`src/include/wfg_defines.svh`:
```
/* Bus map, register offsets and field widths of the waveform generator.
   Include wherever an address, an offset or a width is needed. */
`ifndef WFG_DEFINES_SVH
`define WFG_DEFINES_SVH

// Wishbone data and address width
`define WFG_BUS_W 32

// Low address bits that select a register inside a page
`define WFG_OFS_W 4

// Page numbers, compared against address bits 31 to 4
`define WFG_CORE_PAGE 28'h000_0001
`define WFG_SINE_PAGE 28'h000_0002
`define WFG_SPI_PAGE  28'h000_0003

// Register offsets inside a page
`define WFG_REG_CTRL 4'h0
`define WFG_REG_CFG  4'h4
`define WFG_REG_AUX  4'h8

// Sample stream
`define WFG_SAMPLE_W 16

// Fraction bits of the oscillator coefficient, Q1.14
`define WFG_COEF_FRAC 14

// Core timer fields, subcycle divider and sync count
`define WFG_CORE_DIV_W 8

// SPI clock divider field
`define WFG_SPI_DIV_W 8

`endif

```
`src/rtl/wfg_pkg.sv`:
```
/* Types shared by the sine stimulus, the SPI drive and the testbench.
   Import with a wildcard in the module header. */
`default_nettype none

`include "wfg_defines.svh"

package wfg_pkg;

    // One signed sample on the sine to SPI stream
    typedef logic signed [`WFG_SAMPLE_W-1:0] sample_t;

    // SPI frame states
    typedef enum logic [1:0] {
        IDLE  = 2'd0,
        SHIFT = 2'd1,
        DONE  = 2'd2
    } spi_state_e;

endpackage

`default_nettype wire

```
`src/rtl/wfg_core.sv`:
```
/* Core timer on page 0x10. CFG[7:0] sets the subcycle divider and
   CFG[15:8] the number of subcycles per sync pulse. */
`timescale 1ns/1ps
`default_nettype none

`include "wfg_defines.svh"

module wfg_core (
    input  logic                  io_wbs_clk,
    input  logic                  arst_n_i,
    input  logic                  stb_i,
    input  logic                  we_i,
    input  logic [`WFG_OFS_W-1:0] adr_i,
    input  logic [`WFG_BUS_W-1:0] dat_i,
    output logic                  ack_o,
    output logic [`WFG_BUS_W-1:0] dat_o,
    output logic                  subcycle_o,
    output logic                  sync_o,
    output logic                  active_o
);

    logic                          hold_q;
    logic                          acc;
    logic                          wr;
    logic [`WFG_BUS_W-1:0]         rd_data;
    logic                          ctrl_en_q;
    logic [2*`WFG_CORE_DIV_W-1:0]  cfg_q;
    logic [`WFG_CORE_DIV_W-1:0]    sub_cnt_q;
    logic [`WFG_CORE_DIV_W-1:0]    sync_cnt_q;

    // Accept a strobe once, then wait for it to drop
    assign acc = stb_i && !hold_q;
    assign wr  = acc && we_i;

    always_comb begin
        rd_data = '0;
        case (adr_i)
            `WFG_REG_CTRL: rd_data[0] = ctrl_en_q;
            `WFG_REG_CFG:  rd_data[2*`WFG_CORE_DIV_W-1:0] = cfg_q;
            default:       rd_data = '0;
        endcase
    end

    always_ff @(posedge io_wbs_clk or negedge arst_n_i) begin
        if (!arst_n_i) begin
            hold_q    <= 1'b0;
            ack_o     <= 1'b0;
            dat_o     <= '0;
            ctrl_en_q <= 1'b0;
            cfg_q     <= '0;
        end else begin
            hold_q <= stb_i;
            ack_o  <= acc;
            if (acc) begin
                dat_o <= rd_data;
            end
            if (wr && adr_i == `WFG_REG_CTRL) begin
                ctrl_en_q <= dat_i[0];
            end
            if (wr && adr_i == `WFG_REG_CFG) begin
                cfg_q <= dat_i[2*`WFG_CORE_DIV_W-1:0];
            end
        end
    end

    // Subcycle and sync counters, restarted by any CTRL write
    always_ff @(posedge io_wbs_clk or negedge arst_n_i) begin
        if (!arst_n_i) begin
            sub_cnt_q  <= '0;
            sync_cnt_q <= '0;
            subcycle_o <= 1'b0;
            sync_o     <= 1'b0;
        end else if ((wr && adr_i == `WFG_REG_CTRL) || !ctrl_en_q) begin
            sub_cnt_q  <= '0;
            sync_cnt_q <= '0;
            subcycle_o <= 1'b0;
            sync_o     <= 1'b0;
        end else begin
            subcycle_o <= 1'b0;
            sync_o     <= 1'b0;
            if (sub_cnt_q == cfg_q[`WFG_CORE_DIV_W-1:0]) begin
                sub_cnt_q  <= '0;
                subcycle_o <= 1'b1;
                if (sync_cnt_q == cfg_q[2*`WFG_CORE_DIV_W-1:`WFG_CORE_DIV_W]) begin
                    sync_cnt_q <= '0;
                    sync_o     <= 1'b1;
                end else begin
                    sync_cnt_q <= sync_cnt_q + 1'b1;
                end
            end else begin
                sub_cnt_q <= sub_cnt_q + 1'b1;
            end
        end
    end

    assign active_o = ctrl_en_q;

endmodule

`default_nettype wire

```
`src/rtl/wfg_stim_sine.sv`:
```
/* Sine stimulus on page 0x20, a second order recursive oscillator.
   CFG holds COEF in bits 15:0 and INIT in bits 31:16, AUX reads the sample. */
`timescale 1ns/1ps
`default_nettype none

`include "wfg_defines.svh"

module wfg_stim_sine
    import wfg_pkg::*;
(
    input  logic                  io_wbs_clk,
    input  logic                  arst_n_i,
    input  logic                  stb_i,
    input  logic                  we_i,
    input  logic [`WFG_OFS_W-1:0] adr_i,
    input  logic [`WFG_BUS_W-1:0] dat_i,
    input  logic                  sample_ready_i,
    output logic                  ack_o,
    output logic [`WFG_BUS_W-1:0] dat_o,
    output logic                  sample_valid_o,
    output sample_t               sample_o
);

    logic                            hold_q;
    logic                            acc;
    logic                            wr;
    logic [`WFG_BUS_W-1:0]           rd_data;
    logic                            ctrl_en_q;
    sample_t                         coef_q;
    sample_t                         init_q;
    sample_t                         s_cur_q;
    sample_t                         s_prev_q;
    logic signed [2*`WFG_SAMPLE_W-1:0] prod;
    logic signed [2*`WFG_SAMPLE_W-1:0] prod_sh;
    sample_t                         next_sample;

    assign acc = stb_i && !hold_q;
    assign wr  = acc && we_i;

    always_comb begin
        rd_data = '0;
        case (adr_i)
            `WFG_REG_CTRL: rd_data[0] = ctrl_en_q;
            `WFG_REG_CFG:  rd_data = {init_q, coef_q};
            `WFG_REG_AUX:  rd_data[`WFG_SAMPLE_W-1:0] = s_cur_q;
            default:       rd_data = '0;
        endcase
    end

    always_ff @(posedge io_wbs_clk or negedge arst_n_i) begin
        if (!arst_n_i) begin
            hold_q    <= 1'b0;
            ack_o     <= 1'b0;
            dat_o     <= '0;
            ctrl_en_q <= 1'b0;
            coef_q    <= '0;
            init_q    <= '0;
        end else begin
            hold_q <= stb_i;
            ack_o  <= acc;
            if (acc) begin
                dat_o <= rd_data;
            end
            if (wr && adr_i == `WFG_REG_CTRL) begin
                ctrl_en_q <= dat_i[0];
            end
            if (wr && adr_i == `WFG_REG_CFG) begin
                coef_q <= dat_i[`WFG_SAMPLE_W-1:0];
                init_q <= dat_i[2*`WFG_SAMPLE_W-1:`WFG_SAMPLE_W];
            end
        end
    end

    // s[n+1] = (s[n] * coef) >>> 14 - s[n-1], wrapping to 16 bits
    assign prod        = s_cur_q * coef_q;
    assign prod_sh     = prod >>> `WFG_COEF_FRAC;
    assign next_sample = sample_t'(prod_sh[`WFG_SAMPLE_W-1:0]) - s_prev_q;

    // Seeding s[-1] with -INIT makes the first step produce INIT
    always_ff @(posedge io_wbs_clk or negedge arst_n_i) begin
        if (!arst_n_i) begin
            s_cur_q  <= '0;
            s_prev_q <= '0;
        end else if (wr && adr_i == `WFG_REG_CTRL && dat_i[0]) begin
            s_cur_q  <= '0;
            s_prev_q <= -init_q;
        end else if (sample_valid_o && sample_ready_i) begin
            s_prev_q <= s_cur_q;
            s_cur_q  <= next_sample;
        end
    end

    assign sample_valid_o = ctrl_en_q;
    assign sample_o       = s_cur_q;

endmodule

`default_nettype wire

```
`src/rtl/wfg_drive_spi.sv`:
```
/* SPI drive on page 0x30, sends one 16-bit sample MSB first per sync pulse.
   CFG[7:0] sets the half period of sclk in clocks minus one. */
`timescale 1ns/1ps
`default_nettype none

`include "wfg_defines.svh"

module wfg_drive_spi
    import wfg_pkg::*;
(
    input  logic                  io_wbs_clk,
    input  logic                  arst_n_i,
    input  logic                  stb_i,
    input  logic                  we_i,
    input  logic [`WFG_OFS_W-1:0] adr_i,
    input  logic [`WFG_BUS_W-1:0] dat_i,
    input  logic                  sync_i,
    input  logic                  sample_valid_i,
    input  sample_t               sample_i,
    output logic                  ack_o,
    output logic [`WFG_BUS_W-1:0] dat_o,
    output logic                  sample_ready_o,
    output logic                  sclk_o,
    output logic                  cs_no,
    output logic                  sdo_o,
    output logic                  sdo_en_o
);

    // 16 rising plus 16 falling sclk edges per frame
    localparam int EDGE_W = $clog2(2 * `WFG_SAMPLE_W);
    localparam logic [EDGE_W-1:0] LAST_EDGE = EDGE_W'(2 * `WFG_SAMPLE_W - 1);

    logic                      hold_q;
    logic                      acc;
    logic                      wr;
    logic [`WFG_BUS_W-1:0]     rd_data;
    logic                      ctrl_en_q;
    logic [`WFG_SPI_DIV_W-1:0] cfg_q;
    sample_t                   last_q;
    spi_state_e                state_q;
    logic [`WFG_SPI_DIV_W-1:0] div_q;
    logic [EDGE_W-1:0]         edge_q;
    logic [`WFG_SAMPLE_W-1:0]  shift_q;
    logic                      start;

    assign acc = stb_i && !hold_q;
    assign wr  = acc && we_i;

    always_comb begin
        rd_data = '0;
        case (adr_i)
            `WFG_REG_CTRL: rd_data[0] = ctrl_en_q;
            `WFG_REG_CFG:  rd_data[`WFG_SPI_DIV_W-1:0] = cfg_q;
            `WFG_REG_AUX:  rd_data[`WFG_SAMPLE_W-1:0] = last_q;
            default:       rd_data = '0;
        endcase
    end

    always_ff @(posedge io_wbs_clk or negedge arst_n_i) begin
        if (!arst_n_i) begin
            hold_q    <= 1'b0;
            ack_o     <= 1'b0;
            dat_o     <= '0;
            ctrl_en_q <= 1'b0;
            cfg_q     <= '0;
        end else begin
            hold_q <= stb_i;
            ack_o  <= acc;
            if (acc) begin
                dat_o <= rd_data;
            end
            if (wr && adr_i == `WFG_REG_CTRL) begin
                ctrl_en_q <= dat_i[0];
            end
            if (wr && adr_i == `WFG_REG_CFG) begin
                cfg_q <= dat_i[`WFG_SPI_DIV_W-1:0];
            end
        end
    end

    // Take a sample only on sync while idle, later syncs are dropped
    assign start          = (state_q == IDLE) && ctrl_en_q && sync_i && sample_valid_i;
    assign sample_ready_o = start;

    always_ff @(posedge io_wbs_clk or negedge arst_n_i) begin
        if (!arst_n_i) begin
            state_q  <= IDLE;
            div_q    <= '0;
            edge_q   <= '0;
            shift_q  <= '0;
            last_q   <= '0;
            sclk_o   <= 1'b0;
            cs_no    <= 1'b1;
            sdo_en_o <= 1'b0;
        end else begin
            case (state_q)
                IDLE: begin
                    if (start) begin
                        shift_q  <= sample_i;
                        last_q   <= sample_i;
                        div_q    <= '0;
                        edge_q   <= '0;
                        cs_no    <= 1'b0;
                        sdo_en_o <= 1'b1;
                        state_q  <= SHIFT;
                    end
                end
                SHIFT: begin
                    if (div_q == cfg_q) begin
                        div_q  <= '0;
                        sclk_o <= !sclk_o;
                        edge_q <= edge_q + 1'b1;
                        // Next bit goes out after each falling edge
                        if (sclk_o) begin
                            shift_q <= {shift_q[`WFG_SAMPLE_W-2:0], 1'b0};
                            if (edge_q == LAST_EDGE) begin
                                state_q <= DONE;
                            end
                        end
                    end else begin
                        div_q <= div_q + 1'b1;
                    end
                end
                DONE: begin
                    cs_no    <= 1'b1;
                    sdo_en_o <= 1'b0;
                    state_q  <= IDLE;
                end
                default: begin
                    state_q <= IDLE;
                end
            endcase
        end
    end

    assign sdo_o = shift_q[`WFG_SAMPLE_W-1];

endmodule

`default_nettype wire

```
`src/rtl/wfg_top.sv`:
```
/* Waveform generator top, Wishbone slave with core timer, sine stimulus
   and SPI drive on pages 0x10, 0x20 and 0x30. */
`timescale 1ns/1ps
`default_nettype none

`include "wfg_defines.svh"

module wfg_top
    import wfg_pkg::*;
(
    input  logic                  io_wbs_clk,
    input  logic                  arst_n_i,
    input  logic [`WFG_BUS_W-1:0] io_wbs_adr_i,
    input  logic [`WFG_BUS_W-1:0] io_wbs_datwr_i,
    input  logic                  io_wbs_we_i,
    input  logic                  io_wbs_stb_i,
    input  logic                  io_wbs_cyc_i,
    output logic [`WFG_BUS_W-1:0] io_wbs_datrd_o,
    output logic                  io_wbs_ack_o,
    output logic                  io_wbs_err_o,
    output logic                  wfg_drive_spi_sclk_o,
    output logic                  wfg_drive_spi_cs_no,
    output logic                  wfg_drive_spi_sdo_o,
    output logic                  wfg_drive_spi_sdo_en_o
);

    logic                  bus_stb;
    logic                  core_sel;
    logic                  sine_sel;
    logic                  spi_sel;
    logic                  none_sel;
    logic                  err_hold_q;

    logic                  core_ack;
    logic                  sine_ack;
    logic                  spi_ack;
    logic [`WFG_BUS_W-1:0] core_dat;
    logic [`WFG_BUS_W-1:0] sine_dat;
    logic [`WFG_BUS_W-1:0] spi_dat;

    logic                  core_sync;
    logic                  sample_valid;
    logic                  sample_ready;
    sample_t               sample;

    assign bus_stb = io_wbs_stb_i && io_wbs_cyc_i;

    // Page decode on address bits 31 to 4
    assign core_sel = (io_wbs_adr_i[`WFG_BUS_W-1:`WFG_OFS_W] == `WFG_CORE_PAGE);
    assign sine_sel = (io_wbs_adr_i[`WFG_BUS_W-1:`WFG_OFS_W] == `WFG_SINE_PAGE);
    assign spi_sel  = (io_wbs_adr_i[`WFG_BUS_W-1:`WFG_OFS_W] == `WFG_SPI_PAGE);
    assign none_sel = !core_sel && !sine_sel && !spi_sel;

    // One error pulse per unmapped access, the strobe stays high until then
    always_ff @(posedge io_wbs_clk or negedge arst_n_i) begin
        if (!arst_n_i) begin
            err_hold_q   <= 1'b0;
            io_wbs_err_o <= 1'b0;
        end else begin
            err_hold_q   <= bus_stb && none_sel;
            io_wbs_err_o <= bus_stb && none_sel && !err_hold_q;
        end
    end

    // Merge the block answers, data is zero when nobody acks
    always_ff @(posedge io_wbs_clk or negedge arst_n_i) begin
        if (!arst_n_i) begin
            io_wbs_ack_o   <= 1'b0;
            io_wbs_datrd_o <= '0;
        end else begin
            io_wbs_ack_o <= core_ack || sine_ack || spi_ack;
            if (core_ack) begin
                io_wbs_datrd_o <= core_dat;
            end else if (sine_ack) begin
                io_wbs_datrd_o <= sine_dat;
            end else if (spi_ack) begin
                io_wbs_datrd_o <= spi_dat;
            end else begin
                io_wbs_datrd_o <= '0;
            end
        end
    end

    // Subcycle and active state have no user at this level
    wfg_core wfg_core_inst (
        .io_wbs_clk (io_wbs_clk),
        .arst_n_i   (arst_n_i),
        .stb_i      (bus_stb && core_sel),
        .we_i       (io_wbs_we_i),
        .adr_i      (io_wbs_adr_i[`WFG_OFS_W-1:0]),
        .dat_i      (io_wbs_datwr_i),
        .ack_o      (core_ack),
        .dat_o      (core_dat),
        .subcycle_o (),
        .sync_o     (core_sync),
        .active_o   ()
    );

    wfg_stim_sine wfg_stim_sine_inst (
        .io_wbs_clk     (io_wbs_clk),
        .arst_n_i       (arst_n_i),
        .stb_i          (bus_stb && sine_sel),
        .we_i           (io_wbs_we_i),
        .adr_i          (io_wbs_adr_i[`WFG_OFS_W-1:0]),
        .dat_i          (io_wbs_datwr_i),
        .sample_ready_i (sample_ready),
        .ack_o          (sine_ack),
        .dat_o          (sine_dat),
        .sample_valid_o (sample_valid),
        .sample_o       (sample)
    );

    wfg_drive_spi wfg_drive_spi_inst (
        .io_wbs_clk     (io_wbs_clk),
        .arst_n_i       (arst_n_i),
        .stb_i          (bus_stb && spi_sel),
        .we_i           (io_wbs_we_i),
        .adr_i          (io_wbs_adr_i[`WFG_OFS_W-1:0]),
        .dat_i          (io_wbs_datwr_i),
        .sync_i         (core_sync),
        .sample_valid_i (sample_valid),
        .sample_i       (sample),
        .ack_o          (spi_ack),
        .dat_o          (spi_dat),
        .sample_ready_o (sample_ready),
        .sclk_o         (wfg_drive_spi_sclk_o),
        .cs_no          (wfg_drive_spi_cs_no),
        .sdo_o          (wfg_drive_spi_sdo_o),
        .sdo_en_o       (wfg_drive_spi_sdo_en_o)
    );

endmodule

`default_nettype wire

```
`config.mk`:
```
export PLATFORM = sky130hd
export DESIGN_NAME = wfg_top
export DESIGN_NICKNAME = d
export VERILOG_FILES = /design/src/rtl/wfg_pkg.sv /design/src/rtl/wfg_core.sv /design/src/rtl/wfg_stim_sine.sv /design/src/rtl/wfg_drive_spi.sv /design/src/rtl/wfg_top.sv
export VERILOG_INCLUDE_DIRS = /design/src /design/src/include
export SDC_FILE = /design/constraint.sdc
export NUM_CORES = 1
export LEC_CHECK = 0
export BUFFER_PORTS_ARGS = -buffer_cell sky130_fd_sc_hd__buf_2
export CAP_MARGIN = 20
export CORE_MARGIN = 2
export CORE_UTILIZATION = 30
export CTS_BUF_LIST = sky130_fd_sc_hd__clkbuf_8 sky130_fd_sc_hd__clkbuf_16
export DETAILED_ROUTE_END_ITERATION = 7
export PLACE_DENSITY = 0.51
export SYNTH_ARGS = -nofsm -noshare
export SYNTH_HDL_FRONTEND = slang
export SYNTH_HIERARCHICAL = 1
export SYNTH_SLANG_ARGS = --single-unit
```
`constraint.sdc`:
```
create_clock -name io_wbs_clk -period 8.4 [get_ports io_wbs_clk]
set_input_delay 1.26 -clock io_wbs_clk [delete_from_list [all_inputs] [get_ports io_wbs_clk]]
set_output_delay 1.26 -clock io_wbs_clk [all_outputs]
set_load 0.02 [all_outputs]
```
# == Yosys cells after proc, flatten, opt, wreduce, memory -nomap -nowiden ==
# Index checks and enable logic that the tools add are counted.
# op_classes
eq_ne,15
div_mod_pow,0
n_reduce_logical,50
n_shift,0
addsub,6
bitwise,0
muxes,42
n_lt_le_gt_ge,0
n_mul,1
# ops
op,n
two-way mux 16 bit,9
two-way mux 32 bit,2
two-way mux 8 bit,8
"== test 28 x 2 -> 1 bit, second input constant",2
one-hot mux 16 bit (2 select lines),1
multiplier 16 x 16 -> 30 bit,1
one-hot mux 15 bit (2 select lines),1
"== test 28 x 1 -> 1 bit, second input constant",1
logical AND 1 bit,25
"adder 8 x 1 -> 8 bit, second input constant",3
== test 8 bit,3
negator 16 bit,1
one-hot mux 8 bit (2 select lines),1
subtractor 16 bit,1
two-way mux 15 bit,1
one-hot mux 7 bit (2 select lines),1
two-way mux 5 bit,2
one-hot mux 5 bit (2 select lines),1
zero test 1 bit,9
two-way mux 2 bit,4
AND reduction 2 bit,4
AND reduction 4 bit,2
nonzero test 2 bit,4
"!= test 2 x 1 -> 1 bit, second input constant",3
other kinds (15),24
# totals
mem_count,0
romBits,0
input_bits,69
regBits,263
latchBits,0
ramBits,0

# == Logic depth before layout (Yosys ltp) ==
# depth
word_depth,7
ltp_mapped,33
depth_no_buf,31

# == By module ==
# Netlist, hierarchy kept.
# modules_own_cells
module,area_per_inst_um2,n_inst,seq_area_each_um2,cells_each
wfg_stim_sine,14031.0,1,2477.4,1527
wfg_drive_spi,3621.0,1,1928.1,334
wfg_core,2511.2,1,1326.3,207
wfg_top,1605.3,1,875.8,168

# == Worst setup path after synthesis ==
# OpenSTA, ideal clock, no wires.
# synth_timing
path_type,reg-to-reg
start,reg wfg_stim_sine_inst.s_cur_q[10] (netlist: wfg_stim_sine_inst/sample_o[10])
end,reg wfg_stim_sine_inst.s_cur_q[15] (netlist: wfg_stim_sine_inst/sample_o[15])
period_less_slack_ns,7.096
arrival_ns,6.960
t_required_ns,8.263
setup_slack_ns,1.304
n_path_buf,2
stages_incl_launch_ff,32
cell_sequence,dfrtp_1 clkbuf_1 clkbuf_1 nand2_1 fa_1 fa_1 fa_1 fa_1 inv_1 fa_1 inv_1 fa_1 inv_1 ha_1 nand4_1 a21oi_1 a21oi_1 nor2_1 a21oi_1 nor2b_1 nor2_1 xnor2_1 ha_1 o21a_1 o31a_1 nor3_1 o31ai_1 o41ai_2 o211ai_1 o41ai_2 xor2_1 a21oi_1
# synth_via
elab_chain_cells,4
# synth_lines
item,line,source
"start, declared",wfg_stim_sine.sv:31,sample_t s_cur_q;
"start signal, assigned",wfg_stim_sine.sv:89,s_cur_q <= next_sample;
multiplier 16 x 16 -> 30 bit,wfg_stim_sine.sv:75,assign prod = s_cur_q * coef_q;
subtractor 16 bit,wfg_stim_sine.sv:77,assign next_sample = sample_t'(prod_sh[`WFG_SAMPLE_W-1:0]) - s_prev_q;
two-way mux 16 bit,wfg_stim_sine.sv:87,end else if (sample_valid_o && sample_ready_i) begin
two-way mux 16 bit,wfg_stim_sine.sv:84,end else if (wr && adr_i == `WFG_REG_CTRL && dat_i[0]) begin
# Every way passes these cells. The select of a mux whose other input is x is not followed.
# A chain may end at the register's enable or synchronous reset.

# == Worst setup path in the final report ==
# layout_timing
start,reg wfg_stim_sine_inst.coef_q[5]
end,reg wfg_stim_sine_inst.s_cur_q[15] (netlist: wfg_stim_sine_inst/sample_o[15])
# layout_via
elab_chain_cells,4
# layout_lines
item,line,source
"start, declared",wfg_stim_sine.sv:29,sample_t coef_q;
"start signal, assigned",wfg_stim_sine.sv:68,coef_q <= dat_i[`WFG_SAMPLE_W-1:0];
multiplier 16 x 16 -> 30 bit,wfg_stim_sine.sv:75,
subtractor 16 bit,wfg_stim_sine.sv:77,
two-way mux 16 bit,wfg_stim_sine.sv:87,
two-way mux 16 bit,wfg_stim_sine.sv:84,
# Every way passes these cells. The select of a mux whose other input is x is not followed.

==> results.cfg <==
[clock_network]
cts_htree_levels = 1
clock-sinks = 263
numCtsBuffers = 29
hold_buffers = 0
clkTransAtPathRegs_ns = 0.06
clockBufferDepth = 3
cts_setup_buffers = 0
tritoncts = done
root_buffer = clkbuf_16
clock_latency_ns = 0.56

[global_route]
gr-usage-all-layers_pct = 16.3
grt_max_degree = 174
grt-ovfl-total = 0
grt_pass1_wl_mm = 96.0
antenna_found_initial = 1
grt_pass1_vias = 16700

[drt]
drtAntennaViolNets = 0
drt-initial-drc-count = 1005
vias = 15500
post_drt_wl_per_cell_um = 18.3
wirelength_mm = 59.7
via_per_inst = 4.76
firstDrtPassIters = 5
drc = 0

[place]
dp_hpwl_mm = 44.9
numPlacedInstances = 3206
dp_slack_ns = 0.470
place_area_mm2 = 0.0232
place.gp.congestion = 0.821
io_buffers = 106

[setup_path]
path_common_cell = fa_1
start_kind = register
cp_slowest_cell = dfrtp_1
critical_path_required_ns = 8.84
cp-end-kind = register
cp_top_family = adder cells
cp_slowest_stage_delay_ns = 0.82
path_buf_inv = 4
r2r-start = wfg_stim_sine_inst/coef_q[5]
critPathKind = reg2reg
startpoint = wfg_stim_sine_inst/coef_q[5]
cp_max_fo = 18
arrival_ns = 8.32

[hold_path]
hold_start = wfg_drive_spi_inst/dat_o[14]
hp-class = reg2reg

[layout]
multiInputGateArea_mm2 = 0.0133
final_cell_area_mm2 = 0.0242
final_cells = 3260
num-fill-cells = 7343
drive_above_1_share_pct = 13.8
seqCellArea_mm2 = 0.00659
fin_nets = 2701
insertedDiodeCount = 0
syn_to_final_growth_pct = 11.4

[power]
total_power_w = 0.00270
power_density_mw_per_mm2 = 112
ir_drop_v = 0.000144
leakagePower_nw = 12.5

[sta]
min_period_ns = 7.88
slew_headroom_pct = 30.1
fin_crit_sh_pct = 93.8
fmaxAchievable_mhz = 127
finClkSkew_ns = 0.0140
fin_setup_tns_ns = 0
setup_viol = 0
hold_viol_final = 0
grt_setup_unrepaired = no
fin_ws_ns = 0.519
tightest_slew_ns = 1.05
finalMaxSlewViolations = 0

[job]
drv_cap = 0

[floorplanning]
die_x_um = 273
start_util_pct = 30.4
dieArea_mm2 = 0.0746
core-area_mm2 = 0.0716
die_h_um = 273
rows = 98
ioPinCount = 107

[synth]
avgSynthCellArea_um2 = 9.73
syn_inst = 2234
ys_warn_count = 6
netlist_area_mm2 = 0.0217

[status]
outcome = completed
## state kept, by name, summed over array words and instances (netlist names), 2 cells and up
register,cells
wfg_stim_sine_inst/init_q,16
wfg_drive_spi_inst/last_q,16
wfg_core_inst/sub_cnt_q,8
wfg_drive_spi_inst/cfg_q,8
wfg_stim_sine_inst/dat_o,32
wfg_stim_sine_inst/coef_q,16
wfg_stim_sine_inst/sample_o,16
wfg_drive_spi_inst/state_q,2
wfg_stim_sine_inst/s_prev_q,16
wfg_drive_spi_inst/dat_o,16
wfg_drive_spi_inst/edge_q,5
wfg_core_inst/cfg_q,16
io_wbs_datrd_o,32
wfg_core_inst/dat_o,16
wfg_core_inst/sync_cnt_q,8
wfg_drive_spi_inst/div_q,8
wfg_drive_spi_inst/shift_q,16
## layout by cell type, fill, tap and decap left out, types with 12 or more instances in the layout
master and count:
nand2_1 335, a22oi_1 33, mux2_4 19, nand3_1 49, conb_1 32, nor3_1 12
inv_1 319, clkbuf_16 29, a221oi_1 24, and3_1 14, mux2_2 65, buf_2 105
ha_1 97, and2_1 117, fa_1 248, nor4_1 16, nor2_1 107, xor2_1 33
a21oi_1 32, o21ai_0 65, buf_4 38, a31oi_1 25, xnor2_1 45, dfrtp_1 258
a22o_1 17
## cell type report
type | count | share of cell area, %
tap | 950 | 4.91
sequential | 263 | 27.2
clock inverter | 17 | 0.827
clock buffer | 37 | 3.45
inverter | 319 | 4.95
multi-input combinational | 1528 | 55.1
timing repair buffer | 146 | 3.56
## timing repair
| action | in CTS | in global routing |
|---|---|---|
| resized for setup | 0 | 4 |
| endpoints found under the hold margin | 0 | 0 |
| endpoints found under the setup margin | 0 | 2 |
## routing by layer
| layer | track usage [%] | wire length, um | vias up |
|---|---|---|---|
| li1 | - | - | 7174 |
| met1 | 22.1 | 26500 | 7907 |
| met2 | 28.3 | 29500 | 371 |
| met3 | 1.41 | 2450 | 64 |
| met4 | 3.75 | 1250 | 0 |
| met5 | 0 | 0 | - |
## per-stage QoR
| step | utilization (%) | hold slack, ns |
|---|---|---|
| 2_1_floorplan | - | 0.432 |
| 3_3_place_gp | 32.3 | 0.449 |
| 3_5_place_dp | 32.4 | 0.462 |
| 4_1_cts | 33.8 | 0.478 |
| 5_1_grt | 33.8 | 0.496 |
| 6_report | 33.8 | 0.475 |
## worst register-to-register path, delay by kind of cell, from the launching register on
family / cells / cell delay (ns)
buffers and inverters: 4 / 0.23
adder cells (fa/ha/maj): 8 / 3.44
AO/OA/AOI/OAI: 11 / 2.45
AND/OR/NAND/NOR: 4 / 0.64
flip-flops: 1 / 0.82
XOR/XNOR: 1 / 0.18
## report_power, final
part / internal, W / leakage, nW / switching (W)
Combinational: 0.0000162 / 8.49 / 0.0000460
Sequential: 0.00127 / 3.49 / 0.000000215
Clock: 0.000825 / 0.517 / 0.000549
## final timing paths
check,to,slack (ns),cells past startpoint
hold reg to reg,wfg_drive_spi_inst/dat_o[14],0.48,2
min in group asynchronous,wfg_core_inst/sub_cnt_q[2],0.72,1
setup / recovery,wfg_stim_sine_inst/sample_o[15],0.52,28
setup reg to reg,wfg_stim_sine_inst/sample_o[15],0.52,28
max in group asynchronous,wfg_stim_sine_inst/init_q[14],6.22,2
hold / removal,wfg_drive_spi_inst/dat_o[14],0.48,2
Note: power is estimated with default switching activity, not from simulation.
